<file path="config.mk">
export PLATFORM = sky130hd
export DESIGN_NAME = l2_cache_tags_top
export DESIGN_NICKNAME = d
export VERILOG_FILES = /design/src/l2_cache_pkg.sv /design/src/sram_1r1w.sv /design/src/cache_lru.sv /design/src/l2_sharer_dir.sv /design/src/l2_cache_tag.sv /design/src/l2_cache_dir.sv /design/src/l2_cache_tags_top.sv
export SDC_FILE = /design/constraint.sdc
export NUM_CORES = 2
export LEC_CHECK = 0
export BUFFER_PORTS_ARGS = -buffer_cell sky130_fd_sc_hd__buf_4
export CORE_MARGIN = 2
export CORE_UTILIZATION = 41
export CTS_CLUSTER_DIAMETER = 80
export DETAILED_ROUTE_END_ITERATION = 8
export MAX_ROUTING_LAYER = met4
export SLEW_MARGIN = 20
export SYNTH_ARGS = -nofsm -noshare
export SYNTH_HDL_FRONTEND = slang
export SYNTH_HIERARCHICAL = 1
export SYNTH_SLANG_ARGS = --single-unit
export TNS_END_PERCENT = 5
</file>
<file path="constraint.sdc">
create_clock -name clk -period 12.92 [get_ports clk]
set_clock_uncertainty 0.05 [all_clocks]
set_input_delay 2.584 -clock clk [delete_from_list [all_inputs] [get_ports clk]]
set_output_delay 2.584 -clock clk [all_outputs]
set_load 0.1 [all_outputs]
</file>
<file path="src/l2_cache_pkg.sv">
// Shared types and constants for the L2 tag pipeline, imported by every L2 metadata module
`default_nettype none

package l2_cache_pkg;

	// Associativity is fixed by the 3-bit tree pseudo-LRU
	localparam int NUM_WAYS = 4;

	// Width of the invalidate mask, one bit per possible core
	localparam int MAX_CORES = 16;

	// Cache-line address. Low bits pick the set and the rest form the tag
	typedef logic [19:0] line_addr_t;

	typedef logic [1:0] way_t;

	typedef logic [3:0] core_id_t;

	typedef enum logic [1:0] {
		L2_LOAD,
		L2_STORE,
		L2_FLUSH,
		L2_INVALIDATE
	} l2_op_e;

	// Actions on the sharer vector of one line
	typedef enum logic [1:0] {
		SHR_ADD,
		SHR_ONLY,
		SHR_CLEAR,
		SHR_KEEP
	} shr_op_e;

	typedef struct packed {
		logic       valid;
		core_id_t   core;
		l2_op_e     op;
		line_addr_t addr;
	} l2_req_t;

	typedef struct packed {
		logic                 valid;
		logic                 hit;
		way_t                 way;
		logic                 writeback;
		line_addr_t           wb_addr;
		logic [MAX_CORES-1:0] inval_mask;
		l2_op_e               op;
	} l2_resp_t;

endpackage

`default_nettype wire

</file>
<file path="src/sram_1r1w.sv">
// Generic one-read one-write memory with registered read, used for the tag and dirty arrays
`timescale 1ns/1ns
`default_nettype none

module sram_1r1w
#(
	parameter int DATA_WIDTH = 8,
	parameter int DEPTH = 16
)
(
	input  logic                     clk,
	input  logic                     rd_en_i,
	input  logic [$clog2(DEPTH)-1:0] rd_addr_i,
	input  logic                     wr_en_i,
	input  logic [$clog2(DEPTH)-1:0] wr_addr_i,
	input  logic [DATA_WIDTH-1:0]    wr_data_i,
	output logic [DATA_WIDTH-1:0]    rd_data_o
);

	logic [DATA_WIDTH-1:0] mem [DEPTH];

	always_ff @(posedge clk)
	begin
		if (wr_en_i)
			mem[wr_addr_i] <= wr_data_i;

		// A write to the address being read wins over the stored word
		if (rd_en_i)
		begin
			if (wr_en_i && wr_addr_i == rd_addr_i)
				rd_data_o <= wr_data_i;
			else
				rd_data_o <= mem[rd_addr_i];
		end
	end

endmodule

`default_nettype wire

</file>
<file path="src/cache_lru.sv">
// Tree pseudo-LRU state for a 4-way cache, giving a registered victim way per set lookup
`timescale 1ns/1ns
`default_nettype none

module cache_lru
#(
	parameter int SET_BITS = 4
)
(
	input  logic                      clk,
	input  logic                      reset,
	input  logic                      rd_en_i,
	input  logic [SET_BITS-1:0]       rd_set_i,
	output l2_cache_pkg::way_t        victim_o,
	input  logic                      upd_en_i,
	input  logic [SET_BITS-1:0]       upd_set_i,
	input  l2_cache_pkg::way_t        upd_way_i
);

	import l2_cache_pkg::*;

	localparam int NUM_SETS = 1 << SET_BITS;

	// Bit 0 picks the half, bit 1 the way in the low half, bit 2 the way in the high half
	logic [2:0] tree_q [NUM_SETS];
	logic [2:0] upd_tree;
	logic [2:0] rd_tree;

	// Point every node on the path of the used way at the other side
	function automatic logic [2:0] touch(input logic [2:0] tree, input way_t way);
		logic [2:0] next;
		next = tree;
		next[0] = ~way[1];
		if (way[1])
			next[2] = ~way[0];
		else
			next[1] = ~way[0];
		return next;
	endfunction

	function automatic way_t pick(input logic [2:0] tree);
		way_t way;
		way[1] = tree[0];
		way[0] = tree[0] ? tree[2] : tree[1];
		return way;
	endfunction

	assign upd_tree = touch(tree_q[upd_set_i], upd_way_i);
	assign rd_tree = (upd_en_i && upd_set_i == rd_set_i) ? upd_tree : tree_q[rd_set_i];

	always_ff @(posedge clk or posedge reset)
	begin
		if (reset)
		begin
			for (int i = 0; i < NUM_SETS; i++)
				tree_q[i] <= '0;
			victim_o <= '0;
		end
		else
		begin
			if (upd_en_i)
				tree_q[upd_set_i] <= upd_tree;
			if (rd_en_i)
				victim_o <= pick(rd_tree);
		end
	end

endmodule

`default_nettype wire

</file>
<file path="src/l2_sharer_dir.sv">
// Sharer directory that tracks which L1 caches hold each L2 line, read once per request
`timescale 1ns/1ns
`default_nettype none

module l2_sharer_dir
#(
	parameter int SET_BITS = 4,
	parameter int NUM_CORES = 4
)
(
	input  logic                           clk,
	input  logic                           reset,
	input  logic                           rd_en_i,
	input  logic [SET_BITS-1:0]            rd_set_i,
	output logic [l2_cache_pkg::NUM_WAYS-1:0][NUM_CORES-1:0] sharers_o,
	input  logic                           upd_en_i,
	input  logic [SET_BITS-1:0]            upd_set_i,
	input  l2_cache_pkg::way_t             upd_way_i,
	input  l2_cache_pkg::core_id_t         upd_core_i,
	input  l2_cache_pkg::shr_op_e          upd_op_i
);

	import l2_cache_pkg::*;

	localparam int NUM_SETS = 1 << SET_BITS;

	logic [NUM_WAYS-1:0][NUM_CORES-1:0] shr_q [NUM_SETS];
	logic [NUM_WAYS-1:0][NUM_CORES-1:0] upd_row;
	logic [NUM_CORES-1:0] core_bit;

	assign core_bit = NUM_CORES'(1) << upd_core_i;

	// New contents of the whole set after the update of one way
	always_comb
	begin
		upd_row = shr_q[upd_set_i];
		case (upd_op_i)
			SHR_ADD:   upd_row[upd_way_i] = upd_row[upd_way_i] | core_bit;
			SHR_ONLY:  upd_row[upd_way_i] = core_bit;
			SHR_CLEAR: upd_row[upd_way_i] = '0;
			default:   upd_row[upd_way_i] = upd_row[upd_way_i];
		endcase
	end

	always_ff @(posedge clk or posedge reset)
	begin
		if (reset)
		begin
			for (int i = 0; i < NUM_SETS; i++)
				shr_q[i] <= '0;
			sharers_o <= '0;
		end
		else
		begin
			if (upd_en_i)
				shr_q[upd_set_i] <= upd_row;

			// Same-set update is visible to the lookup in the same cycle
			if (rd_en_i)
			begin
				if (upd_en_i && upd_set_i == rd_set_i)
					sharers_o <= upd_row;
				else
					sharers_o <= shr_q[rd_set_i];
			end
		end
	end

endmodule

`default_nettype wire

</file>
<file path="src/l2_cache_tag.sv">
// First L2 pipeline stage, which reads all set metadata and passes the request to the directory stage
`timescale 1ns/1ns
`default_nettype none

module l2_cache_tag
#(
	parameter int SET_BITS = 4,
	parameter int NUM_CORES = 4,
	localparam int TAG_BITS = $bits(l2_cache_pkg::line_addr_t) - SET_BITS
)
(
	input  logic                                             clk,
	input  logic                                             reset,
	input  l2_cache_pkg::l2_req_t                            req_i,
	output l2_cache_pkg::l2_req_t                            tag_req_o,
	output logic [l2_cache_pkg::NUM_WAYS-1:0][TAG_BITS-1:0]  tag_tags_o,
	output logic [l2_cache_pkg::NUM_WAYS-1:0]                tag_valid_o,
	output logic [l2_cache_pkg::NUM_WAYS-1:0]                tag_dirty_o,
	output l2_cache_pkg::way_t                               tag_victim_o,
	output logic [l2_cache_pkg::NUM_WAYS-1:0][NUM_CORES-1:0] tag_sharers_o,
	input  logic                                             tag_wr_en_i,
	input  logic [SET_BITS-1:0]                              tag_wr_set_i,
	input  l2_cache_pkg::way_t                               tag_wr_way_i,
	input  logic [TAG_BITS-1:0]                              tag_wr_tag_i,
	input  logic                                             tag_wr_valid_i,
	input  logic [l2_cache_pkg::NUM_WAYS-1:0]                dirty_wr_en_i,
	input  logic [SET_BITS-1:0]                              dirty_wr_set_i,
	input  logic                                             dirty_wr_value_i,
	input  logic                                             lru_upd_en_i,
	input  logic [SET_BITS-1:0]                              lru_upd_set_i,
	input  l2_cache_pkg::way_t                               lru_upd_way_i,
	input  logic                                             shr_upd_en_i,
	input  logic [SET_BITS-1:0]                              shr_upd_set_i,
	input  l2_cache_pkg::way_t                               shr_upd_way_i,
	input  l2_cache_pkg::core_id_t                           shr_upd_core_i,
	input  l2_cache_pkg::shr_op_e                            shr_upd_op_i
);

	import l2_cache_pkg::*;

	localparam int NUM_SETS = 1 << SET_BITS;

	logic [SET_BITS-1:0] rd_set;
	logic [NUM_WAYS-1:0] valid_q [NUM_SETS];
	logic [NUM_WAYS-1:0] valid_fwd;

	assign rd_set = req_i.addr[SET_BITS-1:0];

	for (genvar w = 0; w < NUM_WAYS; w++)
	begin : g_way
		sram_1r1w #(
			.DATA_WIDTH(TAG_BITS),
			.DEPTH(NUM_SETS)
		) tag_mem_inst (
			.clk(clk),
			.rd_en_i(req_i.valid),
			.rd_addr_i(rd_set),
			.wr_en_i(tag_wr_en_i && tag_wr_way_i == way_t'(w)),
			.wr_addr_i(tag_wr_set_i),
			.wr_data_i(tag_wr_tag_i),
			.rd_data_o(tag_tags_o[w])
		);

		sram_1r1w #(
			.DATA_WIDTH(1),
			.DEPTH(NUM_SETS)
		) dirty_mem_inst (
			.clk(clk),
			.rd_en_i(req_i.valid),
			.rd_addr_i(rd_set),
			.wr_en_i(dirty_wr_en_i[w]),
			.wr_addr_i(dirty_wr_set_i),
			.wr_data_i(dirty_wr_value_i),
			.rd_data_o(tag_dirty_o[w])
		);
	end

	cache_lru #(
		.SET_BITS(SET_BITS)
	) lru_inst (
		.clk(clk),
		.reset(reset),
		.rd_en_i(req_i.valid),
		.rd_set_i(rd_set),
		.victim_o(tag_victim_o),
		.upd_en_i(lru_upd_en_i),
		.upd_set_i(lru_upd_set_i),
		.upd_way_i(lru_upd_way_i)
	);

	l2_sharer_dir #(
		.SET_BITS(SET_BITS),
		.NUM_CORES(NUM_CORES)
	) sharer_dir_inst (
		.clk(clk),
		.reset(reset),
		.rd_en_i(req_i.valid),
		.rd_set_i(rd_set),
		.sharers_o(tag_sharers_o),
		.upd_en_i(shr_upd_en_i),
		.upd_set_i(shr_upd_set_i),
		.upd_way_i(shr_upd_way_i),
		.upd_core_i(shr_upd_core_i),
		.upd_op_i(shr_upd_op_i)
	);

	// Valid bits live in flops so that reset empties the whole cache
	always_comb
	begin
		valid_fwd = valid_q[rd_set];
		if (tag_wr_en_i && tag_wr_set_i == rd_set)
			valid_fwd[tag_wr_way_i] = tag_wr_valid_i;
	end

	always_ff @(posedge clk or posedge reset)
	begin
		if (reset)
		begin
			for (int i = 0; i < NUM_SETS; i++)
				valid_q[i] <= '0;
			tag_valid_o <= '0;
			tag_req_o <= '0;
		end
		else
		begin
			if (tag_wr_en_i)
				valid_q[tag_wr_set_i][tag_wr_way_i] <= tag_wr_valid_i;
			if (req_i.valid)
				tag_valid_o <= valid_fwd;
			tag_req_o <= req_i;
		end
	end

endmodule

`default_nettype wire

</file>
<file path="src/l2_cache_dir.sv">
// Second L2 pipeline stage, which resolves hit or fill, drives metadata updates and registers the response
`timescale 1ns/1ns
`default_nettype none

module l2_cache_dir
#(
	parameter int SET_BITS = 4,
	parameter int NUM_CORES = 4,
	localparam int TAG_BITS = $bits(l2_cache_pkg::line_addr_t) - SET_BITS
)
(
	input  logic                                             clk,
	input  logic                                             reset,
	input  l2_cache_pkg::l2_req_t                            tag_req_i,
	input  logic [l2_cache_pkg::NUM_WAYS-1:0][TAG_BITS-1:0]  tag_tags_i,
	input  logic [l2_cache_pkg::NUM_WAYS-1:0]                tag_valid_i,
	input  logic [l2_cache_pkg::NUM_WAYS-1:0]                tag_dirty_i,
	input  l2_cache_pkg::way_t                               tag_victim_i,
	input  logic [l2_cache_pkg::NUM_WAYS-1:0][NUM_CORES-1:0] tag_sharers_i,
	output logic                                             tag_wr_en_o,
	output logic [SET_BITS-1:0]                              tag_wr_set_o,
	output l2_cache_pkg::way_t                               tag_wr_way_o,
	output logic [TAG_BITS-1:0]                              tag_wr_tag_o,
	output logic                                             tag_wr_valid_o,
	output logic [l2_cache_pkg::NUM_WAYS-1:0]                dirty_wr_en_o,
	output logic [SET_BITS-1:0]                              dirty_wr_set_o,
	output logic                                             dirty_wr_value_o,
	output logic                                             lru_upd_en_o,
	output logic [SET_BITS-1:0]                              lru_upd_set_o,
	output l2_cache_pkg::way_t                               lru_upd_way_o,
	output logic                                             shr_upd_en_o,
	output logic [SET_BITS-1:0]                              shr_upd_set_o,
	output l2_cache_pkg::way_t                               shr_upd_way_o,
	output l2_cache_pkg::core_id_t                           shr_upd_core_o,
	output l2_cache_pkg::shr_op_e                            shr_upd_op_o,
	output l2_cache_pkg::l2_resp_t                           resp_o
);

	import l2_cache_pkg::*;

	logic [SET_BITS-1:0] set;
	logic [TAG_BITS-1:0] req_tag;
	logic [NUM_WAYS-1:0] hit_vec;
	logic                hit;
	way_t                hit_way;
	way_t                use_way;
	logic [NUM_CORES-1:0] own_bit;
	l2_resp_t            resp_d;

	assign set = tag_req_i.addr[SET_BITS-1:0];
	assign req_tag = tag_req_i.addr[$bits(line_addr_t)-1:SET_BITS];
	assign own_bit = NUM_CORES'(1) << tag_req_i.core;

	always_comb
	begin
		hit_way = '0;
		for (int w = 0; w < NUM_WAYS; w++)
		begin
			hit_vec[w] = tag_valid_i[w] && tag_tags_i[w] == req_tag;
			if (hit_vec[w])
				hit_way = way_t'(w);
		end
	end

	assign hit = |hit_vec;
	assign use_way = hit ? hit_way : tag_victim_i;

	// Every update addresses the set and way of the request in this stage
	assign tag_wr_set_o = set;
	assign tag_wr_way_o = use_way;
	assign tag_wr_tag_o = req_tag;
	assign dirty_wr_set_o = set;
	assign lru_upd_set_o = set;
	assign lru_upd_way_o = use_way;
	assign shr_upd_set_o = set;
	assign shr_upd_way_o = use_way;
	assign shr_upd_core_o = tag_req_i.core;

	always_comb
	begin
		tag_wr_en_o = 1'b0;
		tag_wr_valid_o = 1'b0;
		dirty_wr_en_o = '0;
		dirty_wr_value_o = 1'b0;
		lru_upd_en_o = 1'b0;
		shr_upd_en_o = 1'b0;
		shr_upd_op_o = SHR_KEEP;

		resp_d = '0;
		resp_d.valid = tag_req_i.valid;
		resp_d.hit = hit;
		resp_d.way = use_way;
		resp_d.op = tag_req_i.op;

		if (tag_req_i.valid)
		begin
			case (tag_req_i.op)
				L2_LOAD, L2_STORE:
				begin
					lru_upd_en_o = 1'b1;
					shr_upd_en_o = 1'b1;
					shr_upd_op_o = SHR_ONLY;
					if (!hit)
					begin
						// Fill the victim way, evicting whatever it held
						tag_wr_en_o = 1'b1;
						tag_wr_valid_o = 1'b1;
						dirty_wr_en_o[use_way] = 1'b1;
						dirty_wr_value_o = tag_req_i.op == L2_STORE;
						resp_d.inval_mask = MAX_CORES'(tag_sharers_i[use_way]);
						if (tag_valid_i[use_way] && tag_dirty_i[use_way])
						begin
							resp_d.writeback = 1'b1;
							resp_d.wb_addr = {tag_tags_i[use_way], set};
						end
					end
					else if (tag_req_i.op == L2_STORE)
					begin
						dirty_wr_en_o[use_way] = 1'b1;
						dirty_wr_value_o = 1'b1;
						resp_d.inval_mask = MAX_CORES'(tag_sharers_i[use_way] & ~own_bit);
					end
					else
						shr_upd_op_o = SHR_ADD;
				end

				L2_FLUSH:
				begin
					if (hit)
					begin
						dirty_wr_en_o[use_way] = 1'b1;
						resp_d.writeback = tag_dirty_i[use_way];
						resp_d.wb_addr = tag_req_i.addr;
					end
				end

				default:
				begin
					if (hit)
					begin
						tag_wr_en_o = 1'b1;
						shr_upd_en_o = 1'b1;
						shr_upd_op_o = SHR_CLEAR;
						resp_d.writeback = tag_dirty_i[use_way];
						resp_d.wb_addr = tag_req_i.addr;
						resp_d.inval_mask = MAX_CORES'(tag_sharers_i[use_way]);
					end
				end
			endcase
		end
	end

	always_ff @(posedge clk or posedge reset)
	begin
		if (reset)
			resp_o <= '0;
		else
			resp_o <= resp_d;
	end

endmodule

`default_nettype wire

</file>
<file path="src/l2_cache_tags_top.sv">
// Top level of the L2 metadata pipeline, joining the tag stage and the directory stage
`timescale 1ns/1ns
`default_nettype none

module l2_cache_tags_top
#(
	parameter int SET_BITS = 4,
	parameter int NUM_CORES = 4
)
(
	input  logic                   clk,
	input  logic                   reset,
	input  l2_cache_pkg::l2_req_t  req_i,
	output l2_cache_pkg::l2_resp_t resp_o
);

	import l2_cache_pkg::*;

	localparam int TAG_BITS = $bits(line_addr_t) - SET_BITS;

	// Request and metadata from the tag stage
	l2_req_t                            tag_req;
	logic [NUM_WAYS-1:0][TAG_BITS-1:0]  tag_tags;
	logic [NUM_WAYS-1:0]                tag_valid;
	logic [NUM_WAYS-1:0]                tag_dirty;
	way_t                               tag_victim;
	logic [NUM_WAYS-1:0][NUM_CORES-1:0] tag_sharers;

	// Updates from the directory stage
	logic                tag_wr_en;
	logic [SET_BITS-1:0] tag_wr_set;
	way_t                tag_wr_way;
	logic [TAG_BITS-1:0] tag_wr_tag;
	logic                tag_wr_valid;
	logic [NUM_WAYS-1:0] dirty_wr_en;
	logic [SET_BITS-1:0] dirty_wr_set;
	logic                dirty_wr_value;
	logic                lru_upd_en;
	logic [SET_BITS-1:0] lru_upd_set;
	way_t                lru_upd_way;
	logic                shr_upd_en;
	logic [SET_BITS-1:0] shr_upd_set;
	way_t                shr_upd_way;
	core_id_t            shr_upd_core;
	shr_op_e             shr_upd_op;

	l2_cache_tag #(
		.SET_BITS(SET_BITS),
		.NUM_CORES(NUM_CORES)
	) tag_stage_inst (
		.clk(clk),
		.reset(reset),
		.req_i(req_i),
		.tag_req_o(tag_req),
		.tag_tags_o(tag_tags),
		.tag_valid_o(tag_valid),
		.tag_dirty_o(tag_dirty),
		.tag_victim_o(tag_victim),
		.tag_sharers_o(tag_sharers),
		.tag_wr_en_i(tag_wr_en),
		.tag_wr_set_i(tag_wr_set),
		.tag_wr_way_i(tag_wr_way),
		.tag_wr_tag_i(tag_wr_tag),
		.tag_wr_valid_i(tag_wr_valid),
		.dirty_wr_en_i(dirty_wr_en),
		.dirty_wr_set_i(dirty_wr_set),
		.dirty_wr_value_i(dirty_wr_value),
		.lru_upd_en_i(lru_upd_en),
		.lru_upd_set_i(lru_upd_set),
		.lru_upd_way_i(lru_upd_way),
		.shr_upd_en_i(shr_upd_en),
		.shr_upd_set_i(shr_upd_set),
		.shr_upd_way_i(shr_upd_way),
		.shr_upd_core_i(shr_upd_core),
		.shr_upd_op_i(shr_upd_op)
	);

	l2_cache_dir #(
		.SET_BITS(SET_BITS),
		.NUM_CORES(NUM_CORES)
	) dir_stage_inst (
		.clk(clk),
		.reset(reset),
		.tag_req_i(tag_req),
		.tag_tags_i(tag_tags),
		.tag_valid_i(tag_valid),
		.tag_dirty_i(tag_dirty),
		.tag_victim_i(tag_victim),
		.tag_sharers_i(tag_sharers),
		.tag_wr_en_o(tag_wr_en),
		.tag_wr_set_o(tag_wr_set),
		.tag_wr_way_o(tag_wr_way),
		.tag_wr_tag_o(tag_wr_tag),
		.tag_wr_valid_o(tag_wr_valid),
		.dirty_wr_en_o(dirty_wr_en),
		.dirty_wr_set_o(dirty_wr_set),
		.dirty_wr_value_o(dirty_wr_value),
		.lru_upd_en_o(lru_upd_en),
		.lru_upd_set_o(lru_upd_set),
		.lru_upd_way_o(lru_upd_way),
		.shr_upd_en_o(shr_upd_en),
		.shr_upd_set_o(shr_upd_set),
		.shr_upd_way_o(shr_upd_way),
		.shr_upd_core_o(shr_upd_core),
		.shr_upd_op_o(shr_upd_op),
		.resp_o(resp_o)
	);

endmodule

`default_nettype wire

</file>
Yosys cells after proc, flatten, opt, wreduce, memory -nomap -nowiden
Memory sizes are Yosys's and may differ from the RTL's. A register that Yosys moved wholly into a read port is not among the register bits.
Index checks and enable logic that the tools add are counted.
{"block": "word_totals", "mem_count": 8, "latch_bits": 0, "output_inout_bits": 43, "elab_cells": 269, "ram_bits": 1088, "inputBits": 29, "reg_bits": 460, "romBits": 0}
{"memory": "tag_stage_inst.g_way[0].tag_mem_inst.mem", "words": 16, "word_bits": 16, "read_ports": 1, "rd_clocked_by_memory_dff": 1, "wr": 1, "line_no": "sram_1r1w.sv:20", "source": "logic [DATA_WIDTH-1:0] mem [DEPTH];"}
{"memory": "tag_stage_inst.g_way[1].tag_mem_inst.mem", "words": 16, "word_bits": 16, "read_ports": 1, "rd_clocked_by_memory_dff": 1, "wr": 1, "line_no": "sram_1r1w.sv:20"}
{"memory": "tag_stage_inst.g_way[2].tag_mem_inst.mem", "words": 16, "word_bits": 16, "read_ports": 1, "rd_clocked_by_memory_dff": 1, "wr": 1, "line_no": "sram_1r1w.sv:20"}
{"memory": "tag_stage_inst.g_way[3].tag_mem_inst.mem", "words": 16, "word_bits": 16, "read_ports": 1, "rd_clocked_by_memory_dff": 1, "wr": 1, "line_no": "sram_1r1w.sv:20"}
{"memory": "tag_stage_inst.g_way[0].dirty_mem_inst.mem", "words": 16, "word_bits": 1, "read_ports": 1, "rd_clocked_by_memory_dff": 1, "wr": 1, "line_no": "sram_1r1w.sv:20"}
{"memory": "tag_stage_inst.g_way[1].dirty_mem_inst.mem", "words": 16, "word_bits": 1, "read_ports": 1, "rd_clocked_by_memory_dff": 1, "wr": 1, "line_no": "sram_1r1w.sv:20"}
{"memory": "+2 memories"}
{"block": "op_classes", "n_bitwise": 9, "n_reduce_logical": 19, "multipliers": 0, "magnitude_cmp": 5, "n_div": 0, "eq_ne": 12, "n_shift": 1, "addsub": 0, "n_mux": 102}
{"operator": "bitwise mux 256 bit", "count": 1}
{"operator": "two-way mux 16 bit", "count": 9}
{"operator": "binary-select mux 16 bit (select 4 bit)", "count": 2}
{"operator": "two-way mux 37 bit", "count": 2}
{"operator": "bitwise mux 64 bit", "count": 1}
{"operator": "demux 16 bit (select 4 bit)", "count": 1}
{"operator": "== test 16 bit", "count": 4}
{"operator": "two-way mux 21 bit", "count": 3}
{"operator": "bitwise mux 16 bit", "count": 3}
{"operator": "bitwise mux 48 bit", "count": 1}
{"operator": "case mux 16 bit (3 select lines)", "count": 1}
{"operator": "two-way mux 4 bit", "count": 11}
{"operator": "case mux 21 bit (2 select lines)", "count": 1}
{"operator": "two-way mux 1 bit", "count": 37}
{"operator": "binary-select mux 16 bit (select 2 bit)", "count": 1}
{"operator": "case mux 16 bit (2 select lines)", "count": 1}
{"operator": "binary-select mux 3 bit (select 4 bit)", "count": 2}
{"operator": "two-way mux 3 bit", "count": 6}
{"operator": "AND 16 bit", "count": 1}
{"operator": "AND 4 x 16 -> 16 bit", "count": 1}
{"operator": "binary-select mux 4 bit (select 2 bit)", "count": 2}
{"operator": "binary-select mux 4 bit (select 4 bit)", "count": 1}
{"operator": "demux 4 bit (select 4 bit)", "count": 1}
{"operator": "NOT 16 bit", "count": 1}
{"operator": "25 further kinds", "count": 54}

Logic depth before layout (Yosys ltp)
{"block": "logic_depth", "word_depth": 16, "depth_mapped": 20, "depth_no_buf": 14}

Modules after synthesis
Netlist, hierarchy kept.
{"mod": "sram_1r1w (tag_stage_inst.g_way[0].tag_mem_inst ...)", "n_inst": 4, "seq_area_each_um2": 8167.8, "area_per_inst_um2": 10586.4, "cells_each": 452}
{"mod": "l2_sharer_dir", "n_inst": 1, "seq_area_each_um2": 6806.5, "area_per_inst_um2": 14427.6, "cells_each": 1162}
{"mod": "l2_cache_tag", "n_inst": 1, "seq_area_each_um2": 2377.3, "area_per_inst_um2": 4300.4, "cells_each": 350}
{"mod": "l2_cache_dir", "n_inst": 1, "seq_area_each_um2": 775.7, "area_per_inst_um2": 3455.8, "cells_each": 416}
{"mod": "sram_1r1w (tag_stage_inst.g_way[0].dirty_mem_inst ...)", "n_inst": 4, "seq_area_each_um2": 510.5, "area_per_inst_um2": 827.0, "cells_each": 55}
{"mod": "cache_lru", "n_inst": 1, "seq_area_each_um2": 1251.2, "area_per_inst_um2": 2747.6, "cells_each": 227}

Worst setup path after synthesis
No wires, ideal clock.
{"block": "synth_path", "path_type": "register to register", "from": "reg tag_stage_inst/tag_req_o[6] in the netlist's numbering", "to": "mem tag_stage_inst/g_way[1].tag_mem_inst/mem[0][0] in the netlist's numbering, enable pin", "path_slack_ns": 7.679, "path_stages_with_launch": 18, "synth_period_minus_slack_ns": 5.241, "setup_ns": 0.409, "arrival_time_ns": 4.782, "n_path_buf": 6, "t_required_ns": 12.461, "path_cell_list": "dfrtp_1 -> buf_2 -> xor2_1 -> or4_1 -> nor3b_1 -> nand4_1 -> a31o_4 -> buf_6 -> buf_6 -> inv_2 -> buf_4 -> clkbuf_2 -> nor2b_1 -> nand2_1 -> inv_1 -> buf_2 -> or3b_2 -> nor3_1"}
{"item": "from (decl)", "line_no": "l2_cache_tag.sv:15", "source": "output l2_cache_pkg::l2_req_t tag_req_o,"}
{"item": "from (signal assigned)", "line_no": "l2_cache_tag.sv:130", "source": "tag_req_o <= req_i;"}
{"item": "to (decl)", "line_no": "sram_1r1w.sv:20"}

Worst setup path in the final report
{"block": "layout_path", "from": "reg tag_stage_inst/tag_req_o[16] in the netlist's numbering", "to": "mem tag_stage_inst/g_way[2].tag_mem_inst/mem[3][0] in the netlist's numbering, enable pin"}
{"block": "layout_via", "elab_chain_len": 10, "word_cells_on_any_way": 21, "classes_between": "5 x eq/ne; 10 x mux; 6 x reduce/logical"}
{"item": "== test 16 bit", "line_no": "l2_cache_dir.sv:59", "source": "hit_vec[w] = tag_valid_i[w] && tag_tags_i[w] == req_tag;"}
{"item": "logical AND 1 bit", "line_no": "l2_cache_dir.sv:59"}
{"item": "two-way mux 1 bit", "line_no": "l2_cache_dir.sv:60", "source": "if (hit_vec[w])"}
{"item": "two-way mux 2 bit (2 in a row)", "line_no": "l2_cache_dir.sv:60"}
{"item": "two-way mux 2 bit *", "line_no": "l2_cache_dir.sv:66", "source": "assign use_way = hit ? hit_way : tag_victim_i;"}
{"item": "named net lru_upd_way[0]", "line_no": "l2_cache_tags_top.sv:40", "source": "way_t lru_upd_way;"}
{"item": "== test 2 bit *", "line_no": "l2_cache_tag.sv:58", "source": ".wr_en_i(tag_wr_en_i && tag_wr_way_i == way_t'(w)),"}
{"item": "logical AND 1 bit *", "line_no": "l2_cache_tag.sv:58"}
{"item": "two-way mux 1 bit *", "line_no": "sram_1r1w.sv:24", "source": "if (wr_en_i)"}
{"item": "two-way mux 1 bit (implied by the code) *", "line_no": "sram_1r1w.sv:25", "source": "mem[wr_addr_i] <= wr_data_i;"}
{"item": "to (decl)", "line_no": "sram_1r1w.sv:20"}
Mark *: on every way through the listed nets, which the timed path passes. The rest lies on a longest branch.

==> flow_summary.json <==
{
  "critical_path.startpoint_type": "flip-flop",
  "cpMostUsedCell": "buf_4",
  "clock_path_buffers": 3,
  "power_uw": 12400,
  "p_switching_uw": 3140,
  "maxCapViolations": 0,
  "swShare_pct": 25.4,
  "worstPathMaxFanout": 46,
  "synth_cell_types": 74,
  "setup_tns_ns": 0,
  "final_area_um2": 79100,
  "dieArea_um2": 175000,
  "worstSetupPathType": "reg -> reg",
  "slowest_stage": "nor2_1",
  "use_met1_pct": 29.4,
  "leakage_uw": 0.0285,
  "outcome": "finished, final reports clean",
  "synth_seq_cells": 1604,
  "synthCells": 4183,
  "place_congestion": 0.851,
  "ctsResizeCount": 0,
  "fp-row-count": 152,
  "drc": 0,
  "port_buffers": 59,
  "drive_gt1_share_pct": 27.9,
  "vias": 38353,
  "p_clk_share_pct": 39.7,
  "drt_first_pass_iters": 8,
  "multi_input_area_um2": 22900,
  "clkTransAtPathRegs_ns": 0.06,
  "post_cts_buffers": 0,
  "fin_util_pct": 46.2,
  "ant_nets": 0,
  "htree_levels": 4,
  "synth_async_sr_flop_share_pct": 27.9,
  "use_met2_pct": 32.5,
  "clk_latency_ns": 0.83,
  "antenna_found_initial": 3,
  "yosys.area.top_type": "edfxtp_1",
  "syn_area_per_cell_um2": 16.9,
  "yosys.area.top_type_share_pct": 49.2,
  "synthTopCellsByArea": "edfxtp_1 (49%), dfrtp_1 (16%), mux4_2 (12%)",
  "hpwlAfterDp_mm": 104,
  "io_pins": 72,
  "yosys_warnings": 6,
  "finalCriticalPeriod_ns": 6.61,
  "critPathCaptureType": "flip-flop",
  "power.internal_uw": 9220,
  "grt_max_degree": 168,
  "finalCritPeriodShare_pct": 51.2,
  "final_cell_mix": "edfxtp_1 (1156), dfrtp_1 (428), mux4_2 (364)",
  "routed_wl_mm": 179,
  "setup_viol": 0,
  "gr-usage-met3_pct": 3.70,
  "wl_per_cell_um": 26.8,
  "cp.required_ns": 13.39,
  "tightest_slew_ns": 1.17,
  "slew_violations": 0,
  "cp.arrival_ns": 7.08,
  "fillers": 14558,
  "cts_tree": "done",
  "cts_hold_buf": 0,
  "grt-busiest-layer": "met2",
  "grt_usage_pct": 21.2,
  "drt_iter0_drc": 3440,
  "nets": 4267,
  "max_stage_delay_ns": 0.76,
  "viasPerCell": 5.73,
  "seq_power_share_pct": 48.8,
  "crit_chain": "buf_4 > xor2_1 > or4b_4 > nor4_4 > o211a_1 > a31o_4 > buf_4 > inv_2 > nor2_1 > nand2_1 > inv_1 > or3b_2 > nor2_1 > buf_4",
  "synthesis.area_um2": 70600,
  "grt_pass1_vias": 38958,
  "ir_drop_mv": 0.132,
  "yosysSeqAreaShare_pct": 65.1,
  "fmax_ghz": 0.151,
  "start_util_pct": 41.2,
  "die_x_um": 419,
  "hold_viol": 0,
  "core_area_um2": 171000,
  "ys.flop_type": "edfxtp_1",
  "synth_edf_count": 1156,
  "final_common_cell": "edfxtp_1",
  "regArea_um2": 46000,
  "power_frac_comb_pct": 11.5,
  "syn_to_final_growth_pct": 12.1,
  "grt_pass1_wl_mm": 266,
  "dieHeight_um": 419,
  "power_density_nw_per_um2": 156,
  "cts_buffers": 166,
  "timing.slew.headroom_pct": 21.4,
  "cts_root_buffer": "clkbuf_16",
  "rsz0062_at_grt": "false",
  "placed_area_um2": 73300,
  "hp-class": "reg -> reg",
  "overflow": 0,
  "clkSinkCount": 1604
}
==> power groups by stage <==
| stage | clock network, uW | registers (uW) | logic (uW) |
|---|---|---|---|
| floorplan | 0 | 6090 | 1030 |
| global placement | 0 | 6120 | 1400 |
| detailed placement | 0 | 6130 | 1420 |
| CTS | 5010 | 6030 | 1430 |
| global route | 5210 | 6060 | 1540 |
| finish | 4900 | 6030 | 1420 |
==> worst max-delay path: cells and delay by family (launching register included) <==
family	cells	cell delay, ns
XOR/XNOR	1	0.16
AO/OA/AOI/OAI	2	0.35
AND/OR/NAND/NOR	6	2.49
buffers and inverters	5	2.48
flip-flops	1	0.67
==> Yosys cell counts (11+ instances only) <==
library cell  instances
edfxtp_1           1156
dfrtp_1             448
mux4_2              364
mux2i_1             322
mux2_2              295
nor2_1              238
nand2_1             225
clkbuf_1             97
a21oi_1              89
a22oi_1              85
buf_2                82
o21ai_0              81
buf_4                74
xor2_1               59
nor3_1               51
xnor2_1              51
buf_6                46
o21ai_1              40
mux4_1               34
nand3_1              33
nand2b_1             31
nor2b_1              25
nand4_1              22
inv_1                20
nand3b_1             19
a32oi_1              16
o21a_1               16
o21ai_2              16
buf_1                13
mux2_1               11
==> stage by stage <==
stage                     hold slack (ns)  std cells  setup WS (ns)
after global routing                0.453       6688           5.98
after CTS                           0.432       6686           6.31
final                               0.424       6690           6.31
after floorplan                     0.302       4194           2.79
after global placement              0.404       6376           6.31
after detailed placement            0.418       6378           6.31
==> area by class of cell <==
| type | instances | share of cell area (%) |
|---|---|---|
| Antenna cell | 2 | 0.00633 |
| Clock inverter | 86 | 1.38 |
| Sequential cell | 1604 | 58.1 |
| Tap cell | 2310 | 3.65 |
| Inverter | 23 | 0.125 |
| Clock buffer | 222 | 5.82 |
| Timing Repair Buffer | 190 | 1.98 |
| Multi-Input combinational cell | 2253 | 28.9 |
==> path summary, 6_finish.rpt <==
kind,end,depth (start not counted),from,slack (ns)
min in group asynchronous,tag_stage_inst/sharer_dir_inst/shr_q[104]$_DFFE_PP0P_,2,reset,1.92
worst max-delay path,tag_stage_inst/g_way[2].tag_mem_inst/mem[3][0]$_DFFE_PP_,14,tag_stage_inst/tag_req_o[16]$_DFF_PP0_,6.31
worst max register to register,tag_stage_inst/g_way[2].tag_mem_inst/mem[3][0]$_DFFE_PP_,14,tag_stage_inst/tag_req_o[16]$_DFF_PP0_,6.31
worst min register to register,tag_stage_inst/lru_inst/tree_q[33]$_DFFE_PP0P_,2,tag_stage_inst/lru_inst/tree_q[33]$_DFFE_PP0P_,0.42
max in group asynchronous,tag_stage_inst/sharer_dir_inst/shr_q[62]$_DFFE_PP0P_,3,reset,9.47
worst min-delay path,tag_stage_inst/lru_inst/tree_q[33]$_DFFE_PP0P_,2,tag_stage_inst/lru_inst/tree_q[33]$_DFFE_PP0P_,0.42
==> routing by layer <==
layer | part of all wire [%] | up-vias | wire (um)
met4 | 2.5 | 0 | 4480
met2 | 47 | 1292 | 84800
met5 | 0 | - | 0
met3 | 6.5 | 288 | 11600
met1 | 44 | 20346 | 78400
li1 | - | 16427 | -
==> flip-flops by register name, summed over array words and instances (netlist names) <==
register	count
dir_stage_inst/resp_o	31
tag_stage_inst/g_way.dirty_mem_inst/mem	64
tag_stage_inst/g_way.dirty_mem_inst/rd_data_o	4
tag_stage_inst/g_way.tag_mem_inst/mem	1024
tag_stage_inst/g_way.tag_mem_inst/rd_data_o	64
tag_stage_inst/lru_inst/tree_q	48
tag_stage_inst/lru_inst/victim_o	2
tag_stage_inst/sharer_dir_inst/sharers_o	16
tag_stage_inst/sharer_dir_inst/shr_q	256
tag_stage_inst/tag_req_o	27
tag_stage_inst/tag_valid_o	4
tag_stage_inst/valid_q	64
==> logic make-up (layout without fill, tap and decap cells) <==
| group | count (synthesis) | in the layout | share of synthesized area (%) |
|---|---|---|---|
| DFF | 1604 | 1604 | 65.1 |
| AOI/OAI and AO/OA | 385 | 385 | 3.50 |
| and+or+nand+nor | 716 | 716 | 4.84 |
| xor gates and xnor gates | 110 | 110 | 1.36 |
| other | 1 | 14 | 0.00531 |
| buffers and inverters | 337 | 521 | 2.82 |
| muxes | 1030 | 1030 | 22.4 |
(Power assumes the default switching activity.)
